$ cat src/logic/apb_win_pkg.sv
package apb_win_pkg;

	localparam int DATA_W = 32;                      // APB data bus width.
	localparam int STRB_W = DATA_W / 8;              // One write strobe per data byte.

	typedef logic [DATA_W-1:0] reg_data_t;
	typedef logic [STRB_W-1:0] reg_strb_t;
	typedef logic [2:0]        reg_sel_t;            // Word index taken from paddr bits 4:2.
	typedef logic [15:0]       win_addr_t;           // Address on the monitored bus.
	typedef logic [7:0]        hit_cnt_t;            // Saturating hit counter.

	localparam int NUM_WINDOWS = 4;

	// Register word indices.
	localparam reg_sel_t REG_CONTROL = 3'd0;
	localparam reg_sel_t REG_WIN0    = 3'd1;
	localparam reg_sel_t REG_WIN1    = 3'd2;
	localparam reg_sel_t REG_WIN2    = 3'd3;
	localparam reg_sel_t REG_WIN3    = 3'd4;
	localparam reg_sel_t REG_STATUS  = 3'd5;

	// Control register. Bits 3:0 enable windows 0 to 3.
	localparam int CTRL_WIN_EN_LSB = 0;
	localparam int CTRL_CLR_BIT    = 8;              // Write one to clear status.
	localparam int CTRL_IRQ_EN_BIT = 12;

	// A window word holds the base in the upper half and the mask in the lower half.
	localparam int WIN_BASE_LSB = 16;
	localparam int WIN_MASK_LSB = 0;

	// Status register layout. Bits 3:0 are the sticky window hits.
	localparam int STAT_HIT_LSB  = 0;
	localparam int STAT_MISS_BIT = 4;
	localparam int STAT_CNT_LSB  = 16;

endpackage

$ cat src/logic/apb_reg_if.sv
`timescale 1ns/1ps

module apb_reg_if #(
	parameter int g_apb_addr_width = 8
) (
	input  logic                       pclk_i,
	input  logic                       preset_n_i,
	input  logic [g_apb_addr_width-1:0] paddr_i,
	input  logic [2:0]                 pprot_i,          // Protection type, not decoded.
	input  logic                       psel_i,
	input  logic                       penable_i,
	input  logic                       pwrite_i,
	input  apb_win_pkg::reg_data_t     pwdata_i,
	input  apb_win_pkg::reg_strb_t     pstrb_i,
	output logic                       pready_o,
	output apb_win_pkg::reg_data_t     prdata_o,
	output logic                       pslverr_o,
	input  apb_win_pkg::reg_data_t     reg_ctrl_i,
	input  apb_win_pkg::reg_data_t     reg_win0_i,
	input  apb_win_pkg::reg_data_t     reg_win1_i,
	input  apb_win_pkg::reg_data_t     reg_win2_i,
	input  apb_win_pkg::reg_data_t     reg_win3_i,
	input  apb_win_pkg::reg_data_t     reg_status_i,
	output apb_win_pkg::reg_data_t     reg_data_o,
	output apb_win_pkg::reg_strb_t     reg_strb_o,
	output logic                       reg_load_o,
	output apb_win_pkg::reg_sel_t      reg_sel_o
);
	import apb_win_pkg::*;

	typedef enum logic [1:0] {
		IDLE,
		ACCESS,
		RESPOND
	} apb_state_t;

	apb_state_t state_q;
	apb_state_t state_d;
	logic       setup;
	logic       wr_q;
	logic       upper_ok_q;
	reg_sel_t   sel_q;
	reg_data_t  wdata_q;
	reg_strb_t  strb_q;
	reg_data_t  rd_mux;
	logic       rd_legal;
	logic       wr_legal;
	logic       pready_q;
	logic       pslverr_q;
	logic       reg_load_q;
	reg_data_t  prdata_q;

	assign setup = psel_i && !penable_i;                // First cycle of a transfer.

	always_comb
	begin
		state_d = state_q;
		case (state_q)
			IDLE:    if (setup) state_d = ACCESS;
			ACCESS:  state_d = RESPOND;                 // Single wait state, penable is not checked.
			RESPOND: state_d = IDLE;
			default: state_d = IDLE;
		endcase
	end

	always_ff @(posedge pclk_i or negedge preset_n_i)
	begin
		if (!preset_n_i)
		begin
			state_q    <= IDLE;
			wr_q       <= 1'b0;
			upper_ok_q <= 1'b0;
		end
		else
		begin
			state_q <= state_d;
			if (state_q == IDLE && setup)
			begin
				wr_q       <= pwrite_i;
				upper_ok_q <= (paddr_i >> 5) == '0;  // Only word indices 0 to 7 exist.
			end
		end
	end

	// Address and write payload are held for the whole transfer.
	always_ff @(posedge pclk_i)
	begin
		if (state_q == IDLE && setup)
		begin
			sel_q   <= paddr_i[4:2];
			wdata_q <= pwdata_i;
			strb_q  <= pstrb_i;
		end
	end

	assign rd_legal = upper_ok_q && (sel_q <= REG_STATUS);
	assign wr_legal = upper_ok_q && (sel_q < REG_STATUS);  // Status is read only.

	always_comb
	begin
		case (sel_q)
			REG_CONTROL: rd_mux = reg_ctrl_i;
			REG_WIN0:    rd_mux = reg_win0_i;
			REG_WIN1:    rd_mux = reg_win1_i;
			REG_WIN2:    rd_mux = reg_win2_i;
			REG_WIN3:    rd_mux = reg_win3_i;
			REG_STATUS:  rd_mux = reg_status_i;
			default:     rd_mux = '0;
		endcase
	end

	// Response outputs are set on entry to RESPOND and drop again after one cycle.
	always_ff @(posedge pclk_i or negedge preset_n_i)
	begin
		if (!preset_n_i)
		begin
			pready_q   <= 1'b0;
			pslverr_q  <= 1'b0;
			reg_load_q <= 1'b0;
			prdata_q   <= '0;
		end
		else if (state_q == ACCESS)
		begin
			pready_q   <= 1'b1;
			pslverr_q  <= wr_q ? !wr_legal : !rd_legal;
			reg_load_q <= wr_q && wr_legal;
			prdata_q   <= (!wr_q && rd_legal) ? rd_mux : '0;
		end
		else
		begin
			pready_q   <= 1'b0;
			pslverr_q  <= 1'b0;
			reg_load_q <= 1'b0;
			prdata_q   <= '0;
		end
	end

	assign pready_o   = pready_q;
	assign pslverr_o  = pslverr_q;
	assign prdata_o   = prdata_q;
	assign reg_load_o = reg_load_q;
	assign reg_sel_o  = sel_q;
	assign reg_data_o = wdata_q;
	assign reg_strb_o = strb_q;

endmodule

$ cat src/logic/win_reg_bank.sv
`timescale 1ns/1ps

module win_reg_bank (
	input  logic                   pclk_i,
	input  logic                   preset_n_i,
	input  apb_win_pkg::reg_sel_t  reg_sel_i,
	input  apb_win_pkg::reg_data_t reg_data_i,
	input  apb_win_pkg::reg_strb_t reg_strb_i,
	input  logic                   reg_load_i,
	output apb_win_pkg::reg_data_t ctrl_o,
	output apb_win_pkg::reg_data_t win0_o,
	output apb_win_pkg::reg_data_t win1_o,
	output apb_win_pkg::reg_data_t win2_o,
	output apb_win_pkg::reg_data_t win3_o,
	output logic                   status_clr_o
);
	import apb_win_pkg::*;

	reg_data_t ctrl_q;
	reg_data_t win_q [NUM_WINDOWS];
	reg_data_t ctrl_next;
	logic      clr_req;
	logic      status_clr_q;

	// Bytes with a strobe take the new data, the rest keep their value.
	function automatic reg_data_t byte_merge(input reg_data_t old_val,
	                                         input reg_data_t new_val,
	                                         input reg_strb_t strb);
		reg_data_t result;
		result = old_val;
		for (int b = 0; b < STRB_W; b++)
		begin
			if (strb[b])
				result[b*8 +: 8] = new_val[b*8 +: 8];
		end
		return result;
	endfunction

	always_comb
	begin
		ctrl_next               = byte_merge(ctrl_q, reg_data_i, reg_strb_i);
		ctrl_next[CTRL_CLR_BIT] = 1'b0;                // The clear bit is a command only.
	end

	assign clr_req = reg_strb_i[CTRL_CLR_BIT/8] && reg_data_i[CTRL_CLR_BIT];

	always_ff @(posedge pclk_i or negedge preset_n_i)
	begin
		if (!preset_n_i)
		begin
			ctrl_q       <= '0;
			status_clr_q <= 1'b0;
			for (int i = 0; i < NUM_WINDOWS; i++)
				win_q[i] <= '0;
		end
		else
		begin
			status_clr_q <= 1'b0;
			if (reg_load_i)
			begin
				if (reg_sel_i == REG_CONTROL)
				begin
					ctrl_q       <= ctrl_next;
					status_clr_q <= clr_req;
				end
				for (int i = 0; i < NUM_WINDOWS; i++)
				begin
					if (reg_sel_i == reg_sel_t'(REG_WIN0 + i))
						win_q[i] <= byte_merge(win_q[i], reg_data_i, reg_strb_i);
				end
			end
		end
	end

	assign ctrl_o       = ctrl_q;
	assign win0_o       = win_q[0];
	assign win1_o       = win_q[1];
	assign win2_o       = win_q[2];
	assign win3_o       = win_q[3];
	assign status_clr_o = status_clr_q;

endmodule

$ cat src/logic/addr_window_match.sv
`timescale 1ns/1ps

module addr_window_match (
	input  logic                   pclk_i,
	input  logic                   preset_n_i,
	input  logic                   mon_valid_i,
	input  apb_win_pkg::win_addr_t mon_addr_i,
	input  apb_win_pkg::reg_data_t ctrl_i,
	input  apb_win_pkg::reg_data_t win0_i,
	input  apb_win_pkg::reg_data_t win1_i,
	input  apb_win_pkg::reg_data_t win2_i,
	input  apb_win_pkg::reg_data_t win3_i,
	input  logic                   status_clr_i,
	output apb_win_pkg::reg_data_t status_o
);
	import apb_win_pkg::*;

	reg_data_t              win_w [NUM_WINDOWS];
	logic [NUM_WINDOWS-1:0] win_en;
	logic [NUM_WINDOWS-1:0] hit_vec;
	logic [NUM_WINDOWS-1:0] sticky_q;
	logic                   miss_q;
	hit_cnt_t               hit_cnt_q;
	reg_data_t              status;

	assign win_w  = '{win0_i, win1_i, win2_i, win3_i};
	assign win_en = ctrl_i[CTRL_WIN_EN_LSB +: NUM_WINDOWS];

	always_comb
	begin
		for (int i = 0; i < NUM_WINDOWS; i++)
		begin
			win_addr_t base;
			win_addr_t mask;
			base       = win_w[i][WIN_BASE_LSB +: $bits(win_addr_t)];
			mask       = win_w[i][WIN_MASK_LSB +: $bits(win_addr_t)];
			hit_vec[i] = win_en[i] && ((mon_addr_i & mask) == (base & mask));
		end
	end

	always_ff @(posedge pclk_i or negedge preset_n_i)
	begin
		if (!preset_n_i)
		begin
			sticky_q  <= '0;
			miss_q    <= 1'b0;
			hit_cnt_q <= '0;
		end
		else if (status_clr_i)
		begin
			sticky_q  <= '0;                            // Clear takes priority over a new hit.
			miss_q    <= 1'b0;
			hit_cnt_q <= '0;
		end
		else if (mon_valid_i)
		begin
			sticky_q <= sticky_q | hit_vec;
			if (hit_vec == '0)
				miss_q <= 1'b1;
			else if (hit_cnt_q != '1)
				hit_cnt_q <= hit_cnt_q + 1'b1;          // Holds at 255.
		end
	end

	always_comb
	begin
		status                                        = '0;
		status[STAT_HIT_LSB +: NUM_WINDOWS]           = sticky_q;
		status[STAT_MISS_BIT]                         = miss_q;
		status[STAT_CNT_LSB +: $bits(hit_cnt_t)]      = hit_cnt_q;
	end

	assign status_o = status;

endmodule

$ cat src/logic/apb_win_top.sv
`timescale 1ns/1ps

module apb_win_top #(
	parameter int g_apb_addr_width = 8
) (
	input  logic                        pclk_i,
	input  logic                        preset_n_i,
	input  logic [g_apb_addr_width-1:0] paddr_i,
	input  logic [2:0]                  pprot_i,
	input  logic                        psel_i,
	input  logic                        penable_i,
	input  logic                        pwrite_i,
	input  apb_win_pkg::reg_data_t      pwdata_i,
	input  apb_win_pkg::reg_strb_t      pstrb_i,
	output logic                        pready_o,
	output apb_win_pkg::reg_data_t      prdata_o,
	output logic                        pslverr_o,
	input  logic                        mon_valid_i,
	input  apb_win_pkg::win_addr_t      mon_addr_i,
	output logic                        irq_o
);
	import apb_win_pkg::*;

	reg_sel_t  reg_sel;
	reg_data_t reg_data;
	reg_strb_t reg_strb;
	logic      reg_load;
	reg_data_t ctrl;
	reg_data_t win0;
	reg_data_t win1;
	reg_data_t win2;
	reg_data_t win3;
	reg_data_t status;
	logic      status_clr;

	apb_reg_if #(
		.g_apb_addr_width (g_apb_addr_width)
	) apb_reg_if_inst (
		.pclk_i       (pclk_i),
		.preset_n_i   (preset_n_i),
		.paddr_i      (paddr_i),
		.pprot_i      (pprot_i),
		.psel_i       (psel_i),
		.penable_i    (penable_i),
		.pwrite_i     (pwrite_i),
		.pwdata_i     (pwdata_i),
		.pstrb_i      (pstrb_i),
		.pready_o     (pready_o),
		.prdata_o     (prdata_o),
		.pslverr_o    (pslverr_o),
		.reg_ctrl_i   (ctrl),
		.reg_win0_i   (win0),
		.reg_win1_i   (win1),
		.reg_win2_i   (win2),
		.reg_win3_i   (win3),
		.reg_status_i (status),
		.reg_data_o   (reg_data),
		.reg_strb_o   (reg_strb),
		.reg_load_o   (reg_load),
		.reg_sel_o    (reg_sel)
	);

	win_reg_bank win_reg_bank_inst (
		.pclk_i       (pclk_i),
		.preset_n_i   (preset_n_i),
		.reg_sel_i    (reg_sel),
		.reg_data_i   (reg_data),
		.reg_strb_i   (reg_strb),
		.reg_load_i   (reg_load),
		.ctrl_o       (ctrl),
		.win0_o       (win0),
		.win1_o       (win1),
		.win2_o       (win2),
		.win3_o       (win3),
		.status_clr_o (status_clr)
	);

	addr_window_match addr_window_match_inst (
		.pclk_i       (pclk_i),
		.preset_n_i   (preset_n_i),
		.mon_valid_i  (mon_valid_i),
		.mon_addr_i   (mon_addr_i),
		.ctrl_i       (ctrl),
		.win0_i       (win0),
		.win1_i       (win1),
		.win2_i       (win2),
		.win3_i       (win3),
		.status_clr_i (status_clr),
		.status_o     (status)
	);

	// Any sticky hit or the miss flag raises the interrupt when enabled.
	assign irq_o = ctrl[CTRL_IRQ_EN_BIT] && (|status[STAT_MISS_BIT:STAT_HIT_LSB]);

endmodule

$ cat config.mk
export PLATFORM = sky130hd
export DESIGN_NAME = apb_win_top
export DESIGN_NICKNAME = d
export VERILOG_FILES = /design/src/logic/apb_win_pkg.sv /design/src/logic/apb_reg_if.sv /design/src/logic/win_reg_bank.sv /design/src/logic/addr_window_match.sv /design/src/logic/apb_win_top.sv
export SDC_FILE = /design/constraint.sdc
export NUM_CORES = 1
export LEC_CHECK = 0
export ABC_CLOCK_PERIOD_IN_PS = 12600
export BUFFER_PORTS_ARGS = -buffer_cell sky130_fd_sc_hd__buf_2
export CAP_MARGIN = 10
export CORE_MARGIN = 2
export CORE_UTILIZATION = 35
export DETAILED_ROUTE_END_ITERATION = 12
export GPL_ROUTABILITY_DRIVEN = 0
export PLACE_DENSITY = 0.55
export SLEW_MARGIN = 30
export SYNTH_ARGS = -nofsm -noshare
export SYNTH_HDL_FRONTEND = slang
export SYNTH_SLANG_ARGS = --single-unit
$ cat constraint.sdc
create_clock -name pclk_i -period 12.6 [get_ports pclk_i]
set_input_delay 1.89 -clock pclk_i [delete_from_list [all_inputs] [get_ports pclk_i]]
set_output_delay 1.89 -clock pclk_i [all_outputs]
set_load 0.01 [all_outputs]
==> results.md, run 1 <==
Status:
- The run finished with clean final reports.

Worst setup path:
- The cell family contributing the most delay on the critical path is compound AO/OA/AOI/OAI gates.
- The worst endpoint required time is between 10 and 15 ns.
- Walking the worst path, the cells encountered are buf_2 > xor2_1 > a22oi_1 > nand4_1 > a2111oi_2 > o41ai_4 > or4_1 > a21oi_1.
- STA classifies the critical path startpoint as an input port.
- The number of buffers and inverters on the critical path is 1.
- The critical-path maximum fanout is 14.
- The library cell contributing the largest single delay on the critical path is a2111oi_2.
- The category of the most critical setup path is input port to flop.
- The origin of the critical flop-to-flop path is apb_reg_if_inst.reg_sel_o[0].
- The internal reg-to-reg setup slack is 9.26 ns.
- The critical path's largest stage delay is 0.69 ns.
- The launch point of the worst path is mon_addr_i[13].
- The data arrival time of the worst path is 4.54 ns.
- The capturing element type of the critical path is a flop.

CTS:
- In this run the clock root is driven by a clkbuf_16.
- The CTS tree is built.
- The number of buffers added by the clock tree synthesis step is 28.
- Clock-pin slew was measured on the worst setup and hold paths at 0.06 ns.
- The maximum number of buffers from clock root to sink is 3.
- The number of clock sinks seen by CTS is 251.
- The CTS H-tree depth is 1.
- After clock tree synthesis, the flow added hold-fix buffers numbering 0.
- The clock insertion delay at the later pin of the skew report is ~0.55 ns.
- Gates resized during post-CTS repair numbered 0.
- Once the clock tree was built, the setup fixing pass inserted 0 buffers.

Die:
- The I/O pin total is 104.
- The initial utilization of the core area, before any placement, comes to 0.357.
- The core region is about 30,000 µm².
- The overall die area is 32,800 µm².
- The y dimension of the die is 181 µm.
- The number of rows created at floorplan is 64.
- Measured along the x axis, the die boundary spans 181 µm.

Finish:
- For this run, the post-layout net count is about 990.
- Of the cells placed in the final design, the portion with a size suffix greater than 1 is 0.388.
- The finished cells cover 12,900 µm².
- The leading cell type in the layout, fill and taps excluded is dfrtp_1.
- The final-layout fill cell count is approximately 3,000.
- The diode insertion count for antenna repair is 0.
- The post-layout utilization of the core is 0.419.
- In the layout the commonest cells are 212 x dfrtp_1, 187 x mux2_2, 97 x buf_2.
- The area growth from synthesis to layout is 17.4%.

Synthesis:
- During synthesis, Yosys emitted a total of 0 warnings.
- The synthesized design contains 39 enable-type register cells.
- The largest area contributor in the netlist is dfrtp_1.
- For this run, the register share of the synthesized area comes to 0.589.
- The number of different library cells in the post-synthesis netlist is 42.
- In the post-synthesis netlist, the biggest area contributors are dfrtp_1 48%, mux2_2 19%, edfxtp_1 11%.
- When the netlist entered floorplanning its net count stood at 879.
- The share of synthesized area in the top cell type comes to 0.483.
- The number of register bits inferred by synthesis is 251.
- The average instance in the mapped netlist occupies ~14 µm².
- The dominant synthesized flop cell is dfrtp_1.
- The mapped netlist covers 11,000 µm².
- After synthesis, the share of flip-flops with an asynchronous set or reset is 0.845.
- Synthesis produced ~800 cells.

Detailed routing:
- For this block, the routed nets add up to 31.5 mm of wire.
- The detailed-route vias per instance is between 5 and 6.
- The first detailed-routing pass ran for 5 iterations.
- The initial detailed-routing violation count is 475.
- The total via count in the routed design is 7,283.
- The count of nets left with antenna violations once routing finished came out at 0.
- After detailed routing, the average wire length per cell comes to approximately 24 µm.
- The final routed DRC violation total is 0.

STA:
- Dividing the final minimum period by the clock period gives 0.323.
- The slew at the pin closest to its max-slew limit is 1.03 ns.
- Setup repair after global routing left no endpoint under its margin.
- The final-report max-slew violation count is 0.
- The worst setup skew after layout is 0.0105 ns.
- The final worst-path setup slack is 8.53 ns.
- The hold slack is roughly 0.51 ns.
- The fmax is 246 MHz.
- For the final routed database, the setup TNS stands at 0 ns.
- The final setup violation count is 0.
- The number of hold-slack violations in the final timing report is 0.
- The worst path needs 4.07 ns of the cycle, external delays included.
- The tightest slew margin relative to the limit is 0.311.

Placed design:
- After detailed placement, the total cell area comes to 12,000 µm².
- The number of buffers inserted by port buffering is 98.
- Prior to clock tree synthesis, the placed netlist has a worst setup slack of just over 8 ns.
- Detailed placement finished with a half-perimeter wire length of 21.0 mm.

Power and ir drop:
- Across the VDD grid, the largest voltage drop is about 0.000097 V.
- Of the total power, combinational logic draws 0.052.
- The sequential power share is 0.495.
- In this run the static leakage power is 5.94 nW.
- The internal power summed over all cells is approximately 1.3 mW.
- In this run the power spent charging and discharging nets is 0.411 mW.
- Of the total power, the share spent switching nets is 0.235.
- Dividing total power by cell area gives a power density of 135 nW/µm².
- The share of total power dissipated in the clock network is 0.453.

Global route:
- The first-pass GRT wire length is approximately 47 mm.
- The initial antenna violation count is 0.
- The remaining global-route overflow is 0.
- The total track usage is 0.191.
- The largest net degree at the start of global routing is 78.
- The via count of the first global-routing pass is 7,388.

Worst hold path:
- The tightest min-delay check is of the flop to flop type.
- The source of the worst hold timing path is win_reg_bank_inst.ctrl_o[9].

Run:
- The tool flagged a number of max-cap violations equal to 0.
==> stage by stage <==
stage          total power [mW]  instances
6_report                   1.75       1333
4_1_cts                    1.77       1333
3_5_place_dp              0.973       1281
5_1_grt                    1.81       1333
3_3_place_gp              0.971       1281
2_1_floorplan             0.916        809
==> sequential cells by signal, indices dropped and copies added, names as in the netlist, 8 cells and up <==
name	flops
apb_reg_if_inst.prdata_o	32
apb_reg_if_inst.reg_data_o	32
win_reg_bank_inst.win0_o	32
win_reg_bank_inst.win1_o	32
win_reg_bank_inst.win2_o	32
win_reg_bank_inst.win3_o	32
win_reg_bank_inst.ctrl_o	31
addr_window_match_inst.hit_cnt_q	8
==> worst paths after layout <==
check                      depth (start not counted)                             endpoint
setup / recovery                                   8  addr_window_match_inst.hit_cnt_q[5]
hold / removal                                     1          win_reg_bank_inst.ctrl_o[9]
setup reg to reg                                   5         win_reg_bank_inst.win2_o[13]
hold reg to reg                                    1          win_reg_bank_inst.ctrl_o[9]
max in group asynchronous                          3         win_reg_bank_inst.win1_o[14]
min in group asynchronous                          1         win_reg_bank_inst.win0_o[16]
==> cells by family after synthesis <==
family / count (synthesis) / synth area share
flops: 251 / 0.589
simple gates: 125 / 0.0528
fa+ha+maj: 1 / 0.00114
mux: 192 / 0.196
buf+inv: 33 / 0.0115
compound gates: 142 / 0.0973
xor+xnor: 65 / 0.0518
==> synthesized netlist by cell type, types with 5 or more instances <==
cell type,count
edfxtp_1,39
nand4_1,9
o22a_1,5
mux2i_1,5
buf_1,7
mux2_2,187
nor2_1,71
xor2_1,65
a22oi_1,73
a21oi_1,14
a31oi_1,9
clkbuf_1,23
o21ai_0,8
nand2_1,15
dfrtp_1,212
a221oi_1,18
==> routing by layer <==
metal  vias to the layer above  GRT usage  share of wire  wire length, µm
li1                       3232          -              -                -
met4                         0     0.0498          0.029              918
met1                      3789      0.269           0.45            14300
met5                         -          0              0                0
met2                       210      0.306           0.47            14700
met3                        52     0.0314          0.050             1580
==> power by group through the flow <==
stage	sequential (mW)	combinational, mW	clock [mW]
floorplan	0.873	0.0424	0
global placement	0.880	0.0913	0
detailed placement	0.880	0.0928	0
CTS	0.865	0.0931	0.810
global route	0.867	0.100	0.840
finish	0.865	0.0909	0.791
==> final cells by class <==
cell class | instances | area [µm²] | share of cell area
Multi-Input combinational cell | 525 | 4450 | 0.345
Timing Repair Buffer | 108 | 583 | 0.0452
Tap cell | 396 | 495 | 0.0384
Clock buffer | 44 | 842 | 0.0653
Inverter | 1 | 3.75 | 0.000291
Sequential cell | 251 | 6480 | 0.502
Clock inverter | 8 | 48.8 | 0.00378
Power figures use the tool's default switching activity.
==> inputs of run 2 (changes only) <==
--- a/config.mk
+++ b/config.mk
@@ -5,7 +5,8 @@
 export SDC_FILE = /design/constraint.sdc
 export NUM_CORES = 1
 export LEC_CHECK = 0
-export ABC_CLOCK_PERIOD_IN_PS = 12600
+export ABC_AREA = 1
+export ABC_CLOCK_PERIOD_IN_PS = 4170
 export BUFFER_PORTS_ARGS = -buffer_cell sky130_fd_sc_hd__buf_2
 export CAP_MARGIN = 10
 export CORE_MARGIN = 2
==> constraint.sdc (replaced) <==
create_clock -name pclk_i -period 4.17 [get_ports pclk_i]
set_input_delay 0.6255 -clock pclk_i [delete_from_list [all_inputs] [get_ports pclk_i]]
set_output_delay 0.6255 -clock pclk_i [all_outputs]
set_load 0.01 [all_outputs]
==> results.md, run 2 <==
Worst setup path:
- The category of the most critical setup path is flop to flop.
- The worst endpoint required time was 4.59 ns (-8.48 ns).
- The critical-path maximum fanout came to 21 (+7).
- The critical path goes through inv_2 > nor2_2 > nand2_2 > inv_1 > nand2_1 > o211ai_1 > a221oi_1 > nor2_1.
- The cell family contributing the most delay on the critical path is buffers and inverters.
- The number of buffer and inverter stages on the critical path was 2 (+1).
- The capturing element type of the critical path is a flop.
- The slowest stage of the critical path belongs to the cell inv_1.
- STA classifies the critical path startpoint as a flop.
- The critical path's largest stage delay is 0.59 ns (-0.10 ns).
- The data arrival time of the worst path is 2.98 ns (-1.56 ns).

Detailed routing:
- The antenna violation net count after detailed routing is 0 (unchanged).
- The final wirelength is 35.2 mm (+12%).
- The detailed-route vias per instance is 5.17 (-5.3%).
- The final routed DRC violation total is 0 (unchanged).
- The number of detailed-routing iterations run before antenna repair was 7 (+2).
- The initial detailed-routing violation count is 869 (+83%).
- The total via count in the routed design is 9,311 (+28%).
- The wire length per cell after detailed routing is 19.6 µm (-17%).

STA:
- The share of the cycle needed by the critical path after routing is 0.613.
- Setup repair after global routing left no endpoint under its margin.
- The final worst-path setup slack is 1.61 ns (-6.91 ns).
- The shortest clock period the worst path allows after layout is 2.56 ns.
- The final-report max-slew violation count came to 0 (unchanged).
- The worst setup skew after layout is 0.0137 ns (+0.00320 ns).
- The slew at the pin closest to its max-slew limit is 1.04 ns (+0.00516 ns).
- The hold slack is 0.0967 ns (-0.408 ns).
- The tightest slew margin relative to the limit is 0.309 (-0.00166).
- Timing would allow up to 391 MHz.
- The setup TNS after final layout was 0 ns (unchanged).
- The number of hold-slack violations in the final timing report is 0 (unchanged).
- The final setup violation count is 0 (unchanged).

Die:
- The die outline width was 184 µm (+1.5%).
- The initial cell density of the core is 0.357 (-0.000538).
- The overall die area is 33,800 µm² (+2.9%).
- The I/O pin total was 104 (unchanged).
- The core area is 31,700 µm² (+3.1%).
- The number of rows created at floorplan is 65 (+1.6%).
- The y dimension of the die is 184 µm (+1.5%).

Finish:
- The leading cell type in the layout, fill and taps excluded is nand2_1.
- The fraction of layout instances using a drive strength above 1 is 0.140 (-0.248).
- The synthesis-to-layout area growth is 16.4%.
- The final net count was 1,446 (+47%).
- The final-layout fill cell count is 3,200 (+7.4%).
- The top cell types in the final layout, fill and taps aside, are 323 x nand2_1, 212 x dfrtp_1, 149 x inv_1.

Synthesis:
- In the synthesized netlist the dominant register cell turns out to be dfrtp_1.
- The post-synthesis instance area is 11,300 µm² (+3.0%).
- The sequential share of the synthesized area is 0.572 (-0.0171).
- The post-synthesis average cell area came to 8.85 µm² (-35%).
- The number of nets produced by synthesis was 1,349 (+53%).
- dfrtp_1 takes more of the synthesized area than any other cell.
- The number of synthesis warnings was 0 (unchanged).
- The number of different library cells in the post-synthesis netlist is 36 (-14%).
- The number of enable-type register cells in the synthesized netlist is 39 (unchanged).
- The share of the synthesized area in the top cell type is 0.469 (-0.0140).
- Yosys attributes the largest share of cell area to dfrtp_1 47%, nand2_1 11%, edfxtp_1 10%.
- The cell count after synthesis came to 1,279 (+58%).
- In the synthesized netlist, the cells that appear most often are 323 x nand2_1, 212 x dfrtp_1, 149 x inv_1.
- The share of synthesized registers carrying an async set or reset is 0.845 (unchanged).
- In the post-synthesis netlist, the cell with the most instances is nand2_1.
- The number of register bits inferred by synthesis is 251 (unchanged).

Placed design:
- The number of buffers inserted by port buffering was 98 (unchanged).
- The sum of net half-perimeters after detailed placement is 24.7 mm (+18%).
- The post-placement setup slack is 1.61 ns (-6.46 ns).

Power and ir drop:
- The static power due to leakage was 5.92 nW (-0.34%).
- The total power divided by cell area is 426 nW/µm² (+210%).
- The maximum resistive drop on vdd is 0.000296 V (+210%).

Global route:
- The initial antenna violation count is 2 (+2).
- The routing layer with the top usage in global route is met2.
- The first-pass GRT wire length is 54.4 mm (+15%).
- The global routing met1 resource utilization is 0.284 (+0.0154).
- The global routing met3 resource utilization is 0.0325 (+0.00104).
- The total track usage was 0.214 (+0.0232).
- The via count of the first global-routing pass is 9,086 (+23%).
- The global routing usage on met2 is 0.353 (+0.0472).
- The remaining global-route overflow is 0 (unchanged).
- The largest net degree at the start of global routing is 103 (+32%).

Worst hold path:
- The worst hold path belongs to the class input port to async pin.

CTS:
- The number of gates resized after cts is 0 (unchanged).
- The number of buffers added by the clock tree synthesis step was 28 (unchanged).
- The CTS H-tree depth is 1 (unchanged).
- TritonCTS built the clock tree.
- The number of hold buffers added after cts is 0 (unchanged).
- The root buffer selected by CTS is clkbuf_16.
- The clock insertion delay at the later pin of the skew report is 0.55 ns (about the same).
- The clock-pin slew on the worst setup and hold paths was 0.06 ns (about the same).
- The number of clock sinks seen by CTS came to 251 (unchanged).
- The total setup buffers inserted after CTS is 0 (unchanged).
- The maximum number of buffers from clock root to sink came to 3 (unchanged).

Status:
- The run finished with clean final reports.

Run:
- The count of max-cap constraint violations is 0 (unchanged).
==> run 2: changes by cell type after synthesis, moves of 51 or more <==
cell / before / now
o21ai_1: 0 / 90
nand2_1: 15 / 323
o21ai_0: 8 / 59
a22oi_1: 73 / 1
inv_1: 1 / 149
mux2_2: 187 / 0
xor2_1: 65 / 6
nand3_1: 3 / 93
==> run 2: kinds of logic after synthesis <==
group           after synthesis  share of synthesized area
compound gates              270                      0.140
xor+xnor                      6                    0.00464
fa+ha+maj                     1                    0.00111
buf+inv                     200                     0.0713
flops                       251                      0.572
simple gates                551                      0.210
==> run 2: layer usage <==
| metal | vias up | share of wire | wire length [µm] |
|---|---|---|---|
| li1 | 4448 | - | - |
| met1 | 4488 | 0.43 | 15000 |
| met2 | 301 | 0.47 | 16400 |
| met3 | 72 | 0.067 | 2360 |
| met4 | 2 | 0.041 | 1430 |
| met5 | - | 0.00045 | 16 |
==> run 2: stage by stage <==
stage | util | power [mW] | instances | cell area (µm²)
after floorplan | - | 2.96 | 1279 | 11300
after global placement | 0.386 | 3.17 | 1747 | 12200
after detailed placement | 0.386 | 3.18 | 1748 | 12200
after CTS | 0.415 | 5.68 | 1798 | 13200
after global routing | 0.415 | 5.83 | 1798 | 13200
final | 0.416 | 5.62 | 1800 | 13200
==> run 2: final timing paths <==
path	to	startpoint	slack, ns	cells after the start
worst min register to register	win_reg_bank_inst.win3_o[26]	apb_reg_if_inst.reg_data_o[26]	0.49	2
min in group pclk_i	apb_reg_if_inst.reg_data_o[10]	pwdata_i[10]	0.24	1
max in group asynchronous	addr_window_match_inst.sticky_q[2]	preset_n_i	3.02	2
worst max-delay path	apb_reg_if_inst.prdata_o[14]	apb_reg_if_inst.reg_sel_o[1]	1.61	8
worst min-delay path	apb_reg_if_inst.prdata_o[23]	preset_n_i	0.1	1
worst max register to register	apb_reg_if_inst.prdata_o[14]	apb_reg_if_inst.reg_sel_o[1]	1.61	8
==> run 2: power by group <==
group / leakage (nW) / internal [mW] / switching [mW] / total, mW
logic: 2.19 / 0.138 / 0.276 / 0.414
clock network: 0.463 / 1.50 / 0.985 / 2.49
registers: 3.27 / 2.61 / 0.110 / 2.72
==> run 2: layout make-up <==
type | instances | area [µm²] | area share
Inverter | 156 | 588 | 0.0446
Multi-Input combinational cell | 828 | 4050 | 0.307
Tap cell | 402 | 503 | 0.0382
Clock buffer | 46 | 890 | 0.0675
Antenna cell | 2 | 5.00 | 0.000380
Sequential cell | 251 | 6480 | 0.491
Clock inverter | 4 | 45.0 | 0.00342
Timing Repair Buffer | 111 | 623 | 0.0473
==> inputs of run 3 (changes only) <==
--- a/config.mk
+++ b/config.mk
@@ -6,7 +6,7 @@
 export NUM_CORES = 1
 export LEC_CHECK = 0
 export ABC_AREA = 1
-export ABC_CLOCK_PERIOD_IN_PS = 4170
+export ABC_CLOCK_PERIOD_IN_PS = 2680
 export BUFFER_PORTS_ARGS = -buffer_cell sky130_fd_sc_hd__buf_2
 export CAP_MARGIN = 10
 export CORE_MARGIN = 2
==> constraint.sdc (replaced) <==
create_clock -name pclk_i -period 2.68 [get_ports pclk_i]
set_input_delay 0.402 -clock pclk_i [delete_from_list [all_inputs] [get_ports pclk_i]]
set_output_delay 0.402 -clock pclk_i [all_outputs]
set_load 0.01 [all_outputs]
==> results.md, run 3 (synthesis results as in run 2) <==
Finish:
- The final instance area was 13,300 µm² (+1.2%).
- The fraction of layout instances using a drive strength above 1 came to 0.146 (+0.00518).
- The synthesis-to-layout area growth is 17.9%.
- In the layout the commonest cells are 323 x nand2_1, 212 x dfrtp_1, 149 x inv_1.
- The leading cell type in the layout, fill and taps excluded is nand2_1.
- The final net count is 1,463 (+1.2%).
- The final-layout fill cell count is 3,193 (-0.22%).

STA:
- The number of hold-slack violations in the final timing report is 0 (unchanged).
- The fmax is 472 MHz (+21%).
- The share of the cycle needed by the critical path after routing is 0.791 (+0.178).
- The tightest slew margin relative to the limit is 0.573 (+0.264).
- The final setup violation count is 0 (unchanged).
- The worst setup skew after layout is 0.0135 ns (-0.000186 ns).
- The final worst-path setup slack is 0.559 ns (-1.05 ns).
- The setup TNS after final layout is 0 ns (unchanged).
- The final-report max-slew violation count is 0 (unchanged).
- Setup repair after global routing left no endpoint under its margin.
- The slew at the pin closest to its max-slew limit is 0.641 ns (-0.395 ns).
- The shortest clock period the worst path allows after layout is 2.12 ns (-0.436 ns).

CTS:
- The cell sitting at the root of the clock tree is a clkbuf_16.
- The clock insertion delay at the later pin of the skew report came to 0.56 ns (about the same).
- The clock-pin slew on the worst setup and hold paths is 0.06 ns (about the same).
- The maximum number of buffers from clock root to sink came to 3 (unchanged).
- The CTS tree is built.
- The total setup buffers inserted after CTS is 0 (unchanged).
- The number of buffers added by the clock tree synthesis step is 28 (unchanged).
- The CTS H-tree depth is 1 (unchanged).
- The number of clock sinks seen by CTS is 251 (unchanged).

Placed design:
- The sum of net half-perimeters after detailed placement is 24.9 mm (+0.97%).
- The post-placement setup slack is 0.603 ns (-1.01 ns).
- The number of buffers inserted by port buffering is 98 (unchanged).
- The placed cell area is 12,300 µm² (+0.72%).

Power and ir drop:
- The reported net switching power is 2.16 mW (+58%).
- The static power due to leakage is 6.01 nW (+1.4%).
- The total design power is 8.78 mW (+56%).
- The switching share of total power came to 0.246 (+0.00243).
- The clock share of power is 0.443 (about the same).
- The sequential power share is 0.481 (-0.003).
- The combinational share of power came to 0.076 (+0.002).
- The maximum resistive drop on vdd is 0.000466 V (+57%).
- The total power divided by cell area was 658 nW/µm² (+54%).
- The internal power summed over all cells was 6.61 mW (+56%).

Run:
- The count of max-cap constraint violations is 0 (unchanged).

Worst setup path:
- The internal reg-to-reg setup slack is 0.56 ns (-1.05 ns).
- The worst-case reg-to-reg path depth is 6 (-2).
- The origin of the critical flop-to-flop path is apb_reg_if_inst.reg_sel_o[0].
- The capturing element type of the critical path is a flop.
- The critical-path maximum fanout is 22 (+4.8%).
- The startpoint kind of the worst setup timing path is a flop.
- The data arrival time of the worst path is 2.52 ns (-0.46 ns).
- The critical register-to-register path endpoint is apb_reg_if_inst.prdata_o[3].
- The category of the most critical setup path is flop to flop.
- The worst endpoint required time is 3.08 ns (-1.51 ns).

Detailed routing:
- The antenna violation net count after detailed routing is 0 (unchanged).
- The final wirelength was 35.3 mm (about the same).
- The wire length per cell after detailed routing is 19.4 µm (-0.94%).
- The number of detailed-routing iterations run before antenna repair is 5 (-2).
- The initial detailed-routing violation count is 737 (-15%).
- The detailed-route vias per instance is 5.18 (+0.18%).
- The total via count in the routed design came to 9,421 (+1.2%).
- The final routed DRC violation total was 0 (unchanged).

Die:
- The die outline width was 184 µm (unchanged).
- The I/O pin total is 104 (unchanged).
- The overall die area came to 33,800 µm² (unchanged).
- The number of rows created at floorplan is 65 (unchanged).
- The core area is 31,700 µm² (unchanged).
- The y dimension of the die is 184 µm (unchanged).
- The initial cell density of the core came to 0.357 (unchanged).

Global route:
- The remaining global-route overflow was 0 (unchanged).
- The initial antenna violation count came to 1 (-1).
- The via count of the first global-routing pass is 9,186 (+1.1%).
- The largest net degree at the start of global routing is 80 (-22%).
- The total track usage is 0.213 (-0.00103).
- The first-pass GRT wire length is 54.0 mm (-0.74%).

Worst hold path:
- The destination of the worst hold path is apb_reg_if_inst.reg_strb_o[3].
- The type of the worst min-delay path is input port to flop.
- In this run the most critical hold path is launched from pstrb_i[3].
- The number of cells on the worst hold path is 1.

Status:
- The flow ran to the end, and the final reports show no timing, DRC or antenna violations.
## run 3: area by class of cell
class / instances / area (µm²) / area share
clock inverter: 11 / 111 / 0.00835
inverter: 156 / 588 / 0.0441
sequential: 251 / 6480 / 0.485
clock buffer: 41 / 830 / 0.0622
tap: 402 / 503 / 0.0377
antenna: 1 / 2.50 / 0.000188
multi-input combinational: 828 / 4050 / 0.304
timing repair buffer: 128 / 781 / 0.0585
## run 3: routing by layer
| metal | GRT usage | vias up | routed length (µm) |
|---|---|---|---|
| met2 | 0.352 | 325 | 16700 |
| met3 | 0.0402 | 85 | 2380 |
| li1 | - | 4472 | - |
| met5 | 0 | - | 12 |
| met4 | 0.0758 | 2 | 1310 |
| met1 | 0.279 | 4537 | 14900 |
## run 3: timing repair
| item | 4_1_cts | 5_1_grt |
|---|---|---|
| resized for setup | 0 | 0 |
| hold buffers | 7 | 0 |
| endpoints found under the hold margin | 80 | 0 |
## run 3: worst max-delay path: stages (launching register included)
cell,delay (ns)
edfxtp_1,0.46
inv_2,0.28
nor3_2,0.24
buf_4,0.34
buf_4,0.22
a21oi_1,0.07
a41oi_1,0.35
## run 3: power groups by stage
stage	clock network (mW)	logic, mW	registers [mW]
6_report	3.89	0.663	4.22
5_1_grt	4.12	0.754	4.24
4_1_cts	3.97	0.670	4.23
3_5_place_dp	0	0.659	4.29
3_3_place_gp	0	0.652	4.29
2_1_floorplan	0	0.370	4.23
## run 3: worst max path at each step
stage / end / from
6_report: apb_reg_if_inst.prdata_o[3] / apb_reg_if_inst.reg_sel_o[0]
3_3_place_gp: addr_window_match_inst.hit_cnt_q[4] / mon_addr_i[15]
5_1_grt: win_reg_bank_inst.win0_o[23] / apb_reg_if_inst.reg_sel_o[0]
4_1_cts: win_reg_bank_inst.win0_o[7] / apb_reg_if_inst.reg_sel_o[0]
3_5_place_dp: addr_window_match_inst.hit_cnt_q[6] / mon_addr_i[12]
2_1_floorplan: apb_reg_if_inst.reg_data_o[0] / apb_reg_if_inst.state_q[0]
## run 3: metrics by stage
stage | instances | utilization | hold WS, ns
floorplan | 1279 | - | 0.106
global placement | 1758 | 0.389 | 0.453
detailed placement | 1758 | 0.389 | 0.453
CTS | 1817 | 0.421 | 0.000537
global route | 1817 | 0.421 | 0.000475
finish | 1818 | 0.421 | 0.0211
